===== src/cache_subsys_settings.svh =====
`ifndef CACHE_SUBSYS_SETTINGS_SVH
`define CACHE_SUBSYS_SETTINGS_SVH

// byte address width of core and memory side
`define CS_ADDR_WIDTH 32

// one word per cache line
`define CS_DATA_WIDTH 32

// direct-mapped line counts, powers of two
`define CS_ICACHE_LINES 16
`define CS_DCACHE_LINES 16

// lines are word sized, so two offset bits below the index
`define CS_OFFSET_BITS 2

`endif


===== src/cache_subsys_pkg.sv =====
`default_nettype none

`include "cache_subsys_settings.svh"

package cache_subsys_pkg;

  // memory bus opcode
  typedef enum logic {
    MEM_READ  = 1'b0,
    MEM_WRITE = 1'b1
  } mem_op_e;

  // controller states shared by both caches
  typedef enum logic [2:0] {
    ST_IDLE   = 3'd0,
    ST_LOOKUP = 3'd1,
    ST_REFILL = 3'd2,
    ST_WRITE  = 3'd3,
    ST_FLUSH  = 3'd4
  } cache_state_e;

  // request from a core to one cache
  typedef struct packed {
    mem_op_e                   op;
    logic [`CS_ADDR_WIDTH-1:0] addr;
    logic [`CS_DATA_WIDTH-1:0] wdata;
  } core_req_t;

  // request on the shared memory bus
  typedef struct packed {
    mem_op_e                   op;
    logic [`CS_ADDR_WIDTH-1:0] addr;
    logic [`CS_DATA_WIDTH-1:0] wdata;
  } mem_req_t;

endpackage

`default_nettype wire


===== src/icache_ctrl.sv =====
`timescale 1ns/1ns
`default_nettype none

`include "cache_subsys_settings.svh"

module icache_ctrl import cache_subsys_pkg::*; #(
  parameter int unsigned NUM_LINES = `CS_ICACHE_LINES
) (
  input  logic                      clk_i,
  input  logic                      rst_ni,
  input  logic                      enable_i,
  input  logic                      flush_i,
  output logic                      flush_ack_o,
  output logic                      miss_o,
  input  logic                      req_valid_i,
  input  core_req_t                 req_i,
  output logic                      rsp_valid_o,
  output logic [`CS_DATA_WIDTH-1:0] rsp_rdata_o,
  output logic                      mem_req_valid_o,
  output mem_req_t                  mem_req_o,
  input  logic                      mem_gnt_i,
  input  logic                      mem_rvalid_i,
  input  logic [`CS_DATA_WIDTH-1:0] mem_rdata_i
);

  localparam int unsigned IDX_W = $clog2(NUM_LINES);
  localparam int unsigned LSB   = `CS_OFFSET_BITS;
  localparam int unsigned TAG_W = `CS_ADDR_WIDTH - IDX_W - LSB;

  cache_state_e              state_q;
  logic [NUM_LINES-1:0]      valid_q;
  logic [TAG_W-1:0]          tag_q  [NUM_LINES];
  logic [`CS_DATA_WIDTH-1:0] data_q [NUM_LINES];
  logic                      gnt_q;
  logic [IDX_W-1:0]          idx;
  logic [TAG_W-1:0]          tag;
  logic                      hit;
  logic                      req_pending;
  logic                      fill;

  assign idx = req_i.addr[IDX_W+LSB-1:LSB];
  assign tag = req_i.addr[`CS_ADDR_WIDTH-1:IDX_W+LSB];
  assign hit = enable_i && valid_q[idx] && (tag_q[idx] == tag);

  // core keeps req high through the response cycle
  assign req_pending = req_valid_i && !rsp_valid_o;
  assign fill        = (state_q == ST_REFILL) && mem_rvalid_i && enable_i;

  assign miss_o          = (state_q == ST_LOOKUP) && enable_i && !hit;
  assign mem_req_valid_o = (state_q == ST_REFILL) && !gnt_q;
  assign mem_req_o       = '{op: MEM_READ, addr: req_i.addr, wdata: '0};

  always_ff @(posedge clk_i or negedge rst_ni) begin
    if (!rst_ni) begin
      state_q     <= ST_IDLE;
      valid_q     <= '0;
      gnt_q       <= 1'b0;
      rsp_valid_o <= 1'b0;
      flush_ack_o <= 1'b0;
    end else begin
      rsp_valid_o <= 1'b0;
      flush_ack_o <= 1'b0;
      case (state_q)
        ST_IDLE: begin
          if (req_pending) begin
            state_q <= ST_LOOKUP;
          end else if (flush_i && !flush_ack_o) begin
            state_q <= ST_FLUSH;
          end
        end
        ST_LOOKUP: begin
          if (hit) begin
            rsp_valid_o <= 1'b1;
            state_q     <= ST_IDLE;
          end else begin
            state_q <= ST_REFILL;
          end
        end
        ST_REFILL: begin
          if (mem_req_valid_o && mem_gnt_i) begin
            gnt_q <= 1'b1;
          end
          if (mem_rvalid_i) begin
            gnt_q       <= 1'b0;
            rsp_valid_o <= 1'b1;
            state_q     <= ST_IDLE;
          end
          if (fill) begin
            valid_q[idx] <= 1'b1;
          end
        end
        ST_FLUSH: begin
          valid_q     <= '0;
          flush_ack_o <= 1'b1;
          state_q     <= ST_IDLE;
        end
        default: state_q <= ST_IDLE;
      endcase
    end
  end

  // tag and data arrays, plus the read data register
  always_ff @(posedge clk_i) begin
    if ((state_q == ST_LOOKUP) && hit) begin
      rsp_rdata_o <= data_q[idx];
    end
    if ((state_q == ST_REFILL) && mem_rvalid_i) begin
      rsp_rdata_o <= mem_rdata_i;
    end
    if (fill) begin
      tag_q[idx]  <= tag;
      data_q[idx] <= mem_rdata_i;
    end
  end

endmodule

`default_nettype wire


===== src/dcache_ctrl.sv =====
`timescale 1ns/1ns
`default_nettype none

`include "cache_subsys_settings.svh"

module dcache_ctrl import cache_subsys_pkg::*; #(
  parameter int unsigned NUM_LINES = `CS_DCACHE_LINES
) (
  input  logic                      clk_i,
  input  logic                      rst_ni,
  input  logic                      enable_i,
  input  logic                      flush_i,
  output logic                      flush_ack_o,
  output logic                      miss_o,
  input  logic                      req_valid_i,
  input  core_req_t                 req_i,
  output logic                      rsp_valid_o,
  output logic [`CS_DATA_WIDTH-1:0] rsp_rdata_o,
  output logic                      mem_req_valid_o,
  output mem_req_t                  mem_req_o,
  input  logic                      mem_gnt_i,
  input  logic                      mem_rvalid_i,
  input  logic [`CS_DATA_WIDTH-1:0] mem_rdata_i
);

  localparam int unsigned IDX_W = $clog2(NUM_LINES);
  localparam int unsigned LSB   = `CS_OFFSET_BITS;
  localparam int unsigned TAG_W = `CS_ADDR_WIDTH - IDX_W - LSB;

  cache_state_e              state_q;
  logic [NUM_LINES-1:0]      valid_q;
  logic [TAG_W-1:0]          tag_q  [NUM_LINES];
  logic [`CS_DATA_WIDTH-1:0] data_q [NUM_LINES];
  logic                      gnt_q;
  logic [IDX_W-1:0]          idx;
  logic [TAG_W-1:0]          tag;
  logic                      line_hit;
  logic                      hit;
  logic                      req_pending;
  logic                      mem_phase;
  logic                      granted;
  logic                      fill;

  assign idx      = req_i.addr[IDX_W+LSB-1:LSB];
  assign tag      = req_i.addr[`CS_ADDR_WIDTH-1:IDX_W+LSB];
  assign line_hit = valid_q[idx] && (tag_q[idx] == tag);

  // a disabled cache never serves a read from its arrays
  assign hit = enable_i && line_hit;

  assign req_pending = req_valid_i && !rsp_valid_o;
  assign mem_phase   = (state_q == ST_REFILL) || (state_q == ST_WRITE);
  assign granted     = mem_req_valid_o && mem_gnt_i;
  assign fill        = (state_q == ST_REFILL) && mem_rvalid_i && enable_i;

  // only reads pass through lookup, so writes never count as misses
  assign miss_o          = (state_q == ST_LOOKUP) && enable_i && !hit;
  assign mem_req_valid_o = mem_phase && !gnt_q;
  assign mem_req_o       = '{op: req_i.op, addr: req_i.addr, wdata: req_i.wdata};

  always_ff @(posedge clk_i or negedge rst_ni) begin
    if (!rst_ni) begin
      state_q     <= ST_IDLE;
      valid_q     <= '0;
      gnt_q       <= 1'b0;
      rsp_valid_o <= 1'b0;
      flush_ack_o <= 1'b0;
    end else begin
      rsp_valid_o <= 1'b0;
      flush_ack_o <= 1'b0;
      case (state_q)
        ST_IDLE: begin
          if (req_pending) begin
            state_q <= (req_i.op == MEM_WRITE) ? ST_WRITE : ST_LOOKUP;
          end else if (flush_i && !flush_ack_o) begin
            state_q <= ST_FLUSH;
          end
        end
        ST_LOOKUP: begin
          if (hit) begin
            rsp_valid_o <= 1'b1;
            state_q     <= ST_IDLE;
          end else begin
            state_q <= ST_REFILL;
          end
        end
        ST_REFILL, ST_WRITE: begin
          if (granted) begin
            gnt_q <= 1'b1;
          end
          if (mem_rvalid_i) begin
            gnt_q       <= 1'b0;
            rsp_valid_o <= 1'b1;
            state_q     <= ST_IDLE;
          end
          if (fill) begin
            valid_q[idx] <= 1'b1;
          end
        end
        ST_FLUSH: begin
          valid_q     <= '0;
          flush_ack_o <= 1'b1;
          state_q     <= ST_IDLE;
        end
        default: state_q <= ST_IDLE;
      endcase
    end
  end

  always_ff @(posedge clk_i) begin
    if ((state_q == ST_LOOKUP) && hit) begin
      rsp_rdata_o <= data_q[idx];
    end
    if (mem_phase && mem_rvalid_i) begin
      // writes answer with zero data
      rsp_rdata_o <= (state_q == ST_WRITE) ? '0 : mem_rdata_i;
    end
    if (fill) begin
      tag_q[idx]  <= tag;
      data_q[idx] <= mem_rdata_i;
    end
    // write hit keeps the line coherent, even while disabled
    if ((state_q == ST_WRITE) && granted && line_hit) begin
      data_q[idx] <= req_i.wdata;
    end
  end

endmodule

`default_nettype wire


===== src/mem_arbiter.sv =====
`timescale 1ns/1ns
`default_nettype none

`include "cache_subsys_settings.svh"

module mem_arbiter import cache_subsys_pkg::*; (
  input  logic                      clk_i,
  input  logic                      rst_ni,
  input  logic                      ic_req_valid_i,
  input  mem_req_t                  ic_req_i,
  output logic                      ic_gnt_o,
  output logic                      ic_rvalid_o,
  input  logic                      dc_req_valid_i,
  input  mem_req_t                  dc_req_i,
  output logic                      dc_gnt_o,
  output logic                      dc_rvalid_o,
  output logic [`CS_DATA_WIDTH-1:0] rdata_o,
  output logic                      mem_req_valid_o,
  output mem_req_t                  mem_req_o,
  input  logic                      mem_gnt_i,
  input  logic                      mem_rvalid_i,
  input  logic [`CS_DATA_WIDTH-1:0] mem_rdata_i
);

  logic busy_q;
  logic owner_dc_q;
  logic pick_dc;
  logic granted;

  // fixed priority, data cache first
  assign pick_dc = dc_req_valid_i;

  // bus locked from grant until the response strobe
  assign mem_req_valid_o = !busy_q && (dc_req_valid_i || ic_req_valid_i);
  assign mem_req_o       = pick_dc ? dc_req_i : ic_req_i;
  assign granted         = mem_req_valid_o && mem_gnt_i;

  assign dc_gnt_o = granted && pick_dc;
  assign ic_gnt_o = granted && !pick_dc;

  // response strobe only reaches the owner
  assign dc_rvalid_o = mem_rvalid_i && busy_q && owner_dc_q;
  assign ic_rvalid_o = mem_rvalid_i && busy_q && !owner_dc_q;
  assign rdata_o     = mem_rdata_i;

  always_ff @(posedge clk_i or negedge rst_ni) begin
    if (!rst_ni) begin
      busy_q     <= 1'b0;
      owner_dc_q <= 1'b0;
    end else if (granted) begin
      busy_q     <= 1'b1;
      owner_dc_q <= pick_dc;
    end else if (mem_rvalid_i) begin
      busy_q <= 1'b0;
    end
  end

endmodule

`default_nettype wire


===== src/cache_subsys_top.sv =====
`timescale 1ns/1ns
`default_nettype none

`include "cache_subsys_settings.svh"

module cache_subsys_top import cache_subsys_pkg::*; (
  input  logic                      clk_i,
  input  logic                      rst_ni,
  // instruction cache
  input  logic                      ic_enable_i,
  input  logic                      ic_flush_i,
  output logic                      ic_flush_ack_o,
  output logic                      ic_miss_o,
  input  logic                      ic_req_valid_i,
  input  core_req_t                 ic_req_i,
  output logic                      ic_rsp_valid_o,
  output logic [`CS_DATA_WIDTH-1:0] ic_rsp_rdata_o,
  // data cache
  input  logic                      dc_enable_i,
  input  logic                      dc_flush_i,
  output logic                      dc_flush_ack_o,
  output logic                      dc_miss_o,
  input  logic                      dc_req_valid_i,
  input  core_req_t                 dc_req_i,
  output logic                      dc_rsp_valid_o,
  output logic [`CS_DATA_WIDTH-1:0] dc_rsp_rdata_o,
  // shared memory bus
  output logic                      mem_req_valid_o,
  output mem_req_t                  mem_req_o,
  input  logic                      mem_gnt_i,
  input  logic                      mem_rvalid_i,
  input  logic [`CS_DATA_WIDTH-1:0] mem_rdata_i
);

  logic                      ic_mem_req_valid;
  mem_req_t                  ic_mem_req;
  logic                      ic_mem_gnt;
  logic                      ic_mem_rvalid;
  logic                      dc_mem_req_valid;
  mem_req_t                  dc_mem_req;
  logic                      dc_mem_gnt;
  logic                      dc_mem_rvalid;
  logic [`CS_DATA_WIDTH-1:0] arb_rdata;

  icache_ctrl #(
    .NUM_LINES(`CS_ICACHE_LINES)
  ) i_icache_ctrl (
    .clk_i,
    .rst_ni,
    .enable_i       (ic_enable_i),
    .flush_i        (ic_flush_i),
    .flush_ack_o    (ic_flush_ack_o),
    .miss_o         (ic_miss_o),
    .req_valid_i    (ic_req_valid_i),
    .req_i          (ic_req_i),
    .rsp_valid_o    (ic_rsp_valid_o),
    .rsp_rdata_o    (ic_rsp_rdata_o),
    .mem_req_valid_o(ic_mem_req_valid),
    .mem_req_o      (ic_mem_req),
    .mem_gnt_i      (ic_mem_gnt),
    .mem_rvalid_i   (ic_mem_rvalid),
    .mem_rdata_i    (arb_rdata)
  );

  dcache_ctrl #(
    .NUM_LINES(`CS_DCACHE_LINES)
  ) i_dcache_ctrl (
    .clk_i,
    .rst_ni,
    .enable_i       (dc_enable_i),
    .flush_i        (dc_flush_i),
    .flush_ack_o    (dc_flush_ack_o),
    .miss_o         (dc_miss_o),
    .req_valid_i    (dc_req_valid_i),
    .req_i          (dc_req_i),
    .rsp_valid_o    (dc_rsp_valid_o),
    .rsp_rdata_o    (dc_rsp_rdata_o),
    .mem_req_valid_o(dc_mem_req_valid),
    .mem_req_o      (dc_mem_req),
    .mem_gnt_i      (dc_mem_gnt),
    .mem_rvalid_i   (dc_mem_rvalid),
    .mem_rdata_i    (arb_rdata)
  );

  mem_arbiter i_mem_arbiter (
    .clk_i,
    .rst_ni,
    .ic_req_valid_i (ic_mem_req_valid),
    .ic_req_i       (ic_mem_req),
    .ic_gnt_o       (ic_mem_gnt),
    .ic_rvalid_o    (ic_mem_rvalid),
    .dc_req_valid_i (dc_mem_req_valid),
    .dc_req_i       (dc_mem_req),
    .dc_gnt_o       (dc_mem_gnt),
    .dc_rvalid_o    (dc_mem_rvalid),
    .rdata_o        (arb_rdata),
    .mem_req_valid_o(mem_req_valid_o),
    .mem_req_o      (mem_req_o),
    .mem_gnt_i      (mem_gnt_i),
    .mem_rvalid_i   (mem_rvalid_i),
    .mem_rdata_i    (mem_rdata_i)
  );

endmodule

`default_nettype wire


===== config.mk =====
export PLATFORM = sky130hd
export DESIGN_NAME = cache_subsys_top
export DESIGN_NICKNAME = d
export VERILOG_FILES = /design/src/cache_subsys_pkg.sv /design/src/icache_ctrl.sv /design/src/dcache_ctrl.sv /design/src/mem_arbiter.sv /design/src/cache_subsys_top.sv
export VERILOG_INCLUDE_DIRS = /design/src /design/src/src
export SDC_FILE = /design/constraint.sdc
export NUM_CORES = 2
export LEC_CHECK = 0
export CORE_MARGIN = 3
export CORE_UTILIZATION = 45
export DETAILED_ROUTE_END_ITERATION = 10
export DONT_BUFFER_PORTS = 1
export SETUP_SLACK_MARGIN = 0.4
export SYNTH_ARGS = -nofsm -noshare
export SYNTH_HDL_FRONTEND = slang
export SYNTH_SLANG_ARGS = --single-unit

===== constraint.sdc =====
create_clock -name clk_i -period 6.2 [get_ports clk_i]
set_clock_uncertainty 0.05 [all_clocks]
set_input_delay 0.31 -clock clk_i [delete_from_list [all_inputs] [get_ports clk_i]]
set_output_delay 0.31 -clock clk_i [all_outputs]
set_load 0.02 [all_outputs]

### After elaboration in Yosys (flattened, before gate mapping)

Memories as Yosys holds them, arrays and structs flattened.
Index checks and enable logic that the tools add are counted.

* latch bits: 0
* memory bits (read-only): 0
* word-level logic and storage cells: 153
* input port bits: 172
* memory bits (writable): 1856
* output and inout port bits: 136
* memories: 4
* bits in registers: 110

Memories
* i_dcache_ctrl.data_q: words 16, width 32, read ports 1, clocked after Yosys merged registers in 0, wr ports 1, RTL line dcache_ctrl.sv:33 `` logic [`CS_DATA_WIDTH-1:0] data_q [NUM_LINES]; ``
* i_icache_ctrl.data_q: words 16, width 32, read ports 1, clocked after Yosys merged registers in 0, wr ports 1, RTL line icache_ctrl.sv:33 `` logic [`CS_DATA_WIDTH-1:0] data_q [NUM_LINES]; ``
* i_dcache_ctrl.tag_q: words 16, width 26, read ports 1, clocked after Yosys merged registers in 0, wr ports 1, RTL line dcache_ctrl.sv:32 `logic [TAG_W-1:0] tag_q [NUM_LINES];`
* i_icache_ctrl.tag_q: words 16, width 26, read ports 1, clocked after Yosys merged registers in 0, wr ports 1, RTL line icache_ctrl.sv:32 `logic [TAG_W-1:0] tag_q [NUM_LINES];`

* bitwise logic cells: 3
* equal/unequal tests: 15
* reduce and logical (&&, ||, !) cells: 63
* shift-type cells: 0
* divide/modulo/power cells: 0
* $lt $le $gt $ge: 4
* $add $sub $neg: 0
* multiply operators: 0
* multiplexer cells: 50

Operators with widths (count)
* 32-bit 2-to-1 mux: 6
* 65-bit 2-to-1 mux: 1
* 16-bit case mux with 2 select lines: 2
* 26-bit equality test: 2
* 1-bit logical AND: 34
* 16-bit 2-to-1 mux: 2
* 16-bit bitwise OR: 2
* 1-bit 2-to-1 mux: 22
* 3-bit 2-to-1 mux: 6
* 3-bit case mux with 3 select lines: 2
* 2-bit nonzero test: 7
* 2-bit AND reduction: 6
* 1-bit zero test: 11
* 4-bit by 5-bit less-than comparator with 1-bit output (second input constant): 2
* 3-bit by 2-bit equality test with 1-bit output (second input constant): 3
* 1-bit binary-select mux with 4-bit select: 2
* 1-bit demux with 4-bit select: 2
* 4-bit by 1-bit >= comparator with 1-bit output (second input constant): 2
* 2-bit by 1-bit inequality test with 1-bit output (second input constant): 4
* 3-bit by 1-bit equality test with 1-bit output (second input constant): 2
* 3-bit equality test (second input constant): 2
* 3-bit zero test: 2
* 2-bit 2-to-1 mux: 3
* 3-bit by 1-bit inequality test with 1-bit output (second input constant): 2
* 4 further kinds: 6

### Depth between registers and ports, before layout

* word-level depth: 13
* mapped depth: 14
* mapped depth without buffers: 8

### Modules after synthesis

A second synthesis with hierarchy kept.

* cell total of the unflattened synthesis: 3821
* area, all modules: 79234.7 sq um

By module, submodules not included
* dcache_ctrl: seq. area each 29378.2 sq um, area an instance 39336.5 sq um, cells an instance 1902, times used 1
* icache_ctrl: seq. area each 29378.2 sq um, area an instance 38727.1 sq um, cells an instance 1801, times used 1
* mem_arbiter: seq. area each 50.0 sq um, area an instance 1171.1 sq um, cells an instance 118, times used 1

### Least setup slack after synthesis

OpenSTA, ideal clock, no wires.

* path type: input to register
* start: input ic_req_i[35] in the netlist's numbering
* end: memory i_icache_ctrl.data_q[2][0] in the netlist's numbering (enable)
* buffers on the path: 7
* data required time: 5.603 ns
* library setup time: 0.547 ns
* cell stages on the path: 9
* path slack: -0.971 ns
* arrival time: 6.574 ns
* cells stage by stage: clkbuf_1 buf_1 buf_2 buf_2 clkbuf_1 buf_1 buf_2 nand4b_1 nor3_1

RTL lines
* from (decl): RTL line cache_subsys_top.sv:15 `input core_req_t ic_req_i,`
* to (decl): RTL line icache_ctrl.sv:33

Straight into the memory's write port.

### Final worst setup path

* start: memory i_dcache_ctrl.tag_q[10][24] in the netlist's numbering
* end: memory i_dcache_ctrl.data_q[3][10] in the netlist's numbering (enable)

* cells in the longest elaborated chain, start to end: 7

Ends and longest elaborated chain
* from (decl): RTL line dcache_ctrl.sv:32
* memory 16 x 26 bit
* 26-bit equality test: RTL line dcache_ctrl.sv:46 `assign line_hit = valid_q[idx] && (tag_q[idx] == tag);`
* 1-bit logical AND: RTL line dcache_ctrl.sv:46
* 1-bit logical AND: RTL line dcache_ctrl.sv:123 `if ((state_q == ST_WRITE) && granted && line_hit) begin`
* 1-bit 2-to-1 mux: RTL line dcache_ctrl.sv:123
* 1-bit 2-to-1 mux (implied by the code): RTL line dcache_ctrl.sv:124 `data_q[idx] <= req_i.wdata;`
* 1-bit bitwise OR (no source line)
* to (decl): RTL line dcache_ctrl.sv:33

Every way passes these cells.

==> reports/results.ini <==
[synth]
synth_seq_area_share_pct = 76.0
syn_avg_cell_area_um2 = 21.3
synth_fp_nets = 3796
ys_warn_count = 0
total_of_flip_flops_plus_latches_after_synthesis = 1966
synthDominantAreaCellType = sky130_fd_sc_hd__edfxtp_1
syn_std_cell_area_um2 = 77400
synth_top_cells_by_count = sky130_fd_sc_hd__edfxtp_1, sky130_fd_sc_hd__mux4_2, sky130_fd_sc_hd__nand2_1, sky130_fd_sc_hd__nor2_1, sky130_fd_sc_hd__clkbuf_1
synth_largest_type_area_fraction_pct = 74.5
postSynth.topFlopCell = sky130_fd_sc_hd__edfxtp_1
synth-edff-count = 1920
synthesis.instances = 3624
post-synth-top-count-cell = sky130_fd_sc_hd__edfxtp_1
yosys-top-cells-area = sky130_fd_sc_hd__edfxtp_1, sky130_fd_sc_hd__mux4_2, sky130_fd_sc_hd__dfrtp_1
synthArstFlopShare_pct = 2.34
synth_cell_types = 70

[timing]
rsz0062_at_grt = no
fmax_ghz = 0.212
number_of_pins_with_negative_max_slew_slack_in_the_final_report = 0
hold_viol = 0
finalSetupViolations = 0
share_of_the_cycle_needed_by_the_critical_path_after_routing_pct = 76.1
hold-worst-slack_ns = 0.0558
final.min_clock_period_ns = 4.72
slew-limit-headroom_pct = 10.6
worst_slack_ns = 1.48
setup-tns-final_ns = 0
worst_slew_pin_slew_ns = 1.33

[global_route]
aggregate_global_routing_overflow = 0
number_of_global_route_vias_before_repair = 38800
grt_usage_pct = 23.9
initial_antenna_violation_count = 28
grt_start_max_net_pins = 259
wire_length_of_the_first_global_routing_pass_mm = 297

[clock_tree]
clk_latency_worst_skew_pair_ns = 0.83
cts.htree.levels = 4
clock_tree.root_cell = sky130_fd_sc_hd__clkbuf_16
cts_buffers = 199
cts_num_sinks = 1966
clkTransAtPathRegs_ns = 0.06
cts.path.max_buffers = 3
cts_tree = done

[placed_design]
placed_cell_area_um2 = 80600
gp_routability_congestion = 0.828
preCtsSetupSlack_ns = 1.02
port_buffers = 0
place.detailed.instances = 5734
dp_hpwl_mm = 109

[outcome]
run_status = completed

[floorplan]
row_count = 151
boundaryPins = 308
floorplan.initialDensity_pct = 45.5
die_height_um = 421
die_area_um2 = 177000
chipWidth_um = 421
core_area_um2 = 170000

[detailed_routing]
viasPerCell = 6.13
detail_route.iter0.violations = 4108
routed_wl_mm = 209
antenna_left = 0
avgRoutedWirePerCell_um = 33.5
drt_first_pass_iters = 5
vias = 38200
post-route-drc-count = 0

[worst_setup_path]
worstPathMaxFanout = 21
timing.critical_path.arrival_ns = 5.17
worstSetupStartpointType = flop
critical_path.endpoint_type = flop
critical_path_class = reg2reg
cp.required_ns = 6.65

[layout]
postLayoutCoreUtil_pct = 51.9
finish.net_count = 4017
syn2layout_area_growth_pct = 14.1
final-instance-count-excl-fill = 6236
layout-drive-gt1-share_pct = 24.9
finalInstanceArea_um2 = 88300

[power_and_ir_drop]
ir_drop_v = 0.000258
power_mw = 28.2
static-leakage-power_nw = 27.9
power-per-cell-area_nw_per_um2 = 319

[run]
drv_cap = 0

[min_path]
hold_class = in2reg

## cells by family (layout without fill, tap and decap cells)
kind of cell    Yosys count  in the layout  synth area share (%)
compound gates          239            239                  2.03
xor+xnor                 47             47                 0.532
buf+inv                 220            599                  1.23
flops                  1966           1966                  76.0
mux                     679            679                  17.4
other cells               0             15                     0
simple gates            473            473                  2.82
## report_power, final
group | total (mW) | internal, mW | switching, mW | leakage [nW]
logic | 1.79 | 0.684 | 1.10 | 6.99
registers | 14.7 | 14.7 | 0.0658 | 17.9
clock network | 11.7 | 6.65 | 5.03 | 3.04
total | 28.2 | 22.0 | 6.20 | 27.9
## critical path, cell delays in order, from the launching register on
cell and delay, ns:
sky130_fd_sc_hd__edfxtp_1 0.36, sky130_fd_sc_hd__mux4_2 0.47, sky130_fd_sc_hd__mux2i_1 0.17, sky130_fd_sc_hd__xor2_1 0.18, sky130_fd_sc_hd__nand2_1 0.12, sky130_fd_sc_hd__or4_1 0.56
sky130_fd_sc_hd__a2111o_1 0.60, sky130_fd_sc_hd__or4_4 0.86, sky130_fd_sc_hd__a21oi_4 0.64, sky130_fd_sc_hd__buf_4 0.35
## layout by cell type (no fill, tap or decap), types with 9 or more instances in the layout
cell type	n
sky130_fd_sc_hd__edfxtp_1	1920
sky130_fd_sc_hd__mux4_2	521
sky130_fd_sc_hd__clkbuf_16	202
sky130_fd_sc_hd__nand2_1	199
sky130_fd_sc_hd__dlygate4sd3_1	121
sky130_fd_sc_hd__nor2_1	93
sky130_fd_sc_hd__mux2i_1	79
sky130_fd_sc_hd__o21ai_0	72
sky130_fd_sc_hd__buf_4	63
sky130_fd_sc_hd__mux2_2	55
sky130_fd_sc_hd__clkbuf_1	52
sky130_fd_sc_hd__nand2b_1	45
sky130_fd_sc_hd__dfrtp_1	45
sky130_fd_sc_hd__clkinv_1	44
sky130_fd_sc_hd__and2_1	36
sky130_fd_sc_hd__xnor2_1	32
sky130_fd_sc_hd__inv_1	31
sky130_fd_sc_hd__o22ai_1	28
sky130_fd_sc_hd__nor2_4	21
sky130_fd_sc_hd__a21oi_1	21
sky130_fd_sc_hd__clkinv_2	21
sky130_fd_sc_hd__mux2_1	20
sky130_fd_sc_hd__buf_12	19
sky130_fd_sc_hd__diode_2	15
sky130_fd_sc_hd__xor2_1	15
sky130_fd_sc_hd__bufinv_16	15
sky130_fd_sc_hd__a22oi_1	13
sky130_fd_sc_hd__o21a_1	12
sky130_fd_sc_hd__nor2b_1	11
sky130_fd_sc_hd__nor3_1	9
sky130_fd_sc_hd__a211oi_1	9
sky130_fd_sc_hd__a31oi_1	9
## what timing repair did
action / CTS / global route
endpoints found under the hold margin: 1825 / 1
hold buffers: 127 / 1
setup endpoints to repair: 0 / 0
resized for setup: 0 / 0
setup buffers: 0 / 0
## metal layers
layer | GRT usage, % | vias up | wire length (µm)
li1 | - | 15500 | -
met1 | 32.2 | 20800 | 82700
met3 | 3.82 | 336 | 13300
met4 | 7.63 | 4 | 6840
met2 | 40.0 | 1538 | 106000
met5 | 0 | - | 22
## path summary, 6_finish.rpt
path                                                   from                            to  slack (ns)  cells after the start
worst max-delay path            i_dcache_ctrl.tag_q[10][24]   i_dcache_ctrl.data_q[3][10]        1.48                      9
worst min-delay path                           ic_req_i[36]  i_icache_ctrl.rsp_rdata_o[8]        0.06                      3
worst max register to register  i_dcache_ctrl.tag_q[10][24]   i_dcache_ctrl.data_q[3][10]        1.48                      9
worst min register to register     i_dcache_ctrl.state_q[0]      i_dcache_ctrl.state_q[2]        0.42                      1
max in group asynchronous                            rst_ni      i_dcache_ctrl.state_q[0]        5.70                      3
min in group asynchronous                            rst_ni     i_icache_ctrl.valid_q[11]        0.09                      3
## cell type report
type,instances,area (µm²)
Clock inverter,102,1010
Sequential cell,1966,58800
Timing Repair Buffer,207,2170
Inverter,33,126
Tap cell,2218,2780
Antenna cell,15,37.5
Clock buffer,257,5290
Multi-Input combinational cell,1438,18100
Fill cell,13300,81700
## state kept, by name, summed over array words and instances (netlist names)
signal                     cells
i_dcache_ctrl.data_q         512
i_icache_ctrl.data_q         512
i_dcache_ctrl.tag_q          416
i_icache_ctrl.tag_q          416
i_dcache_ctrl.rsp_rdata_o     32
i_icache_ctrl.rsp_rdata_o     32
i_dcache_ctrl.valid_q         16
i_icache_ctrl.valid_q         16
i_dcache_ctrl.state_q          3
i_icache_ctrl.state_q          3
i_dcache_ctrl.flush_ack_o      1
i_dcache_ctrl.gnt_q            1
i_dcache_ctrl.rsp_valid_o      1
i_icache_ctrl.flush_ack_o      1
i_icache_ctrl.gnt_q            1
i_icache_ctrl.rsp_valid_o      1
i_mem_arbiter.busy_q           1
i_mem_arbiter.owner_dc_q       1
Note: power is estimated with default switching activity, not from simulation.
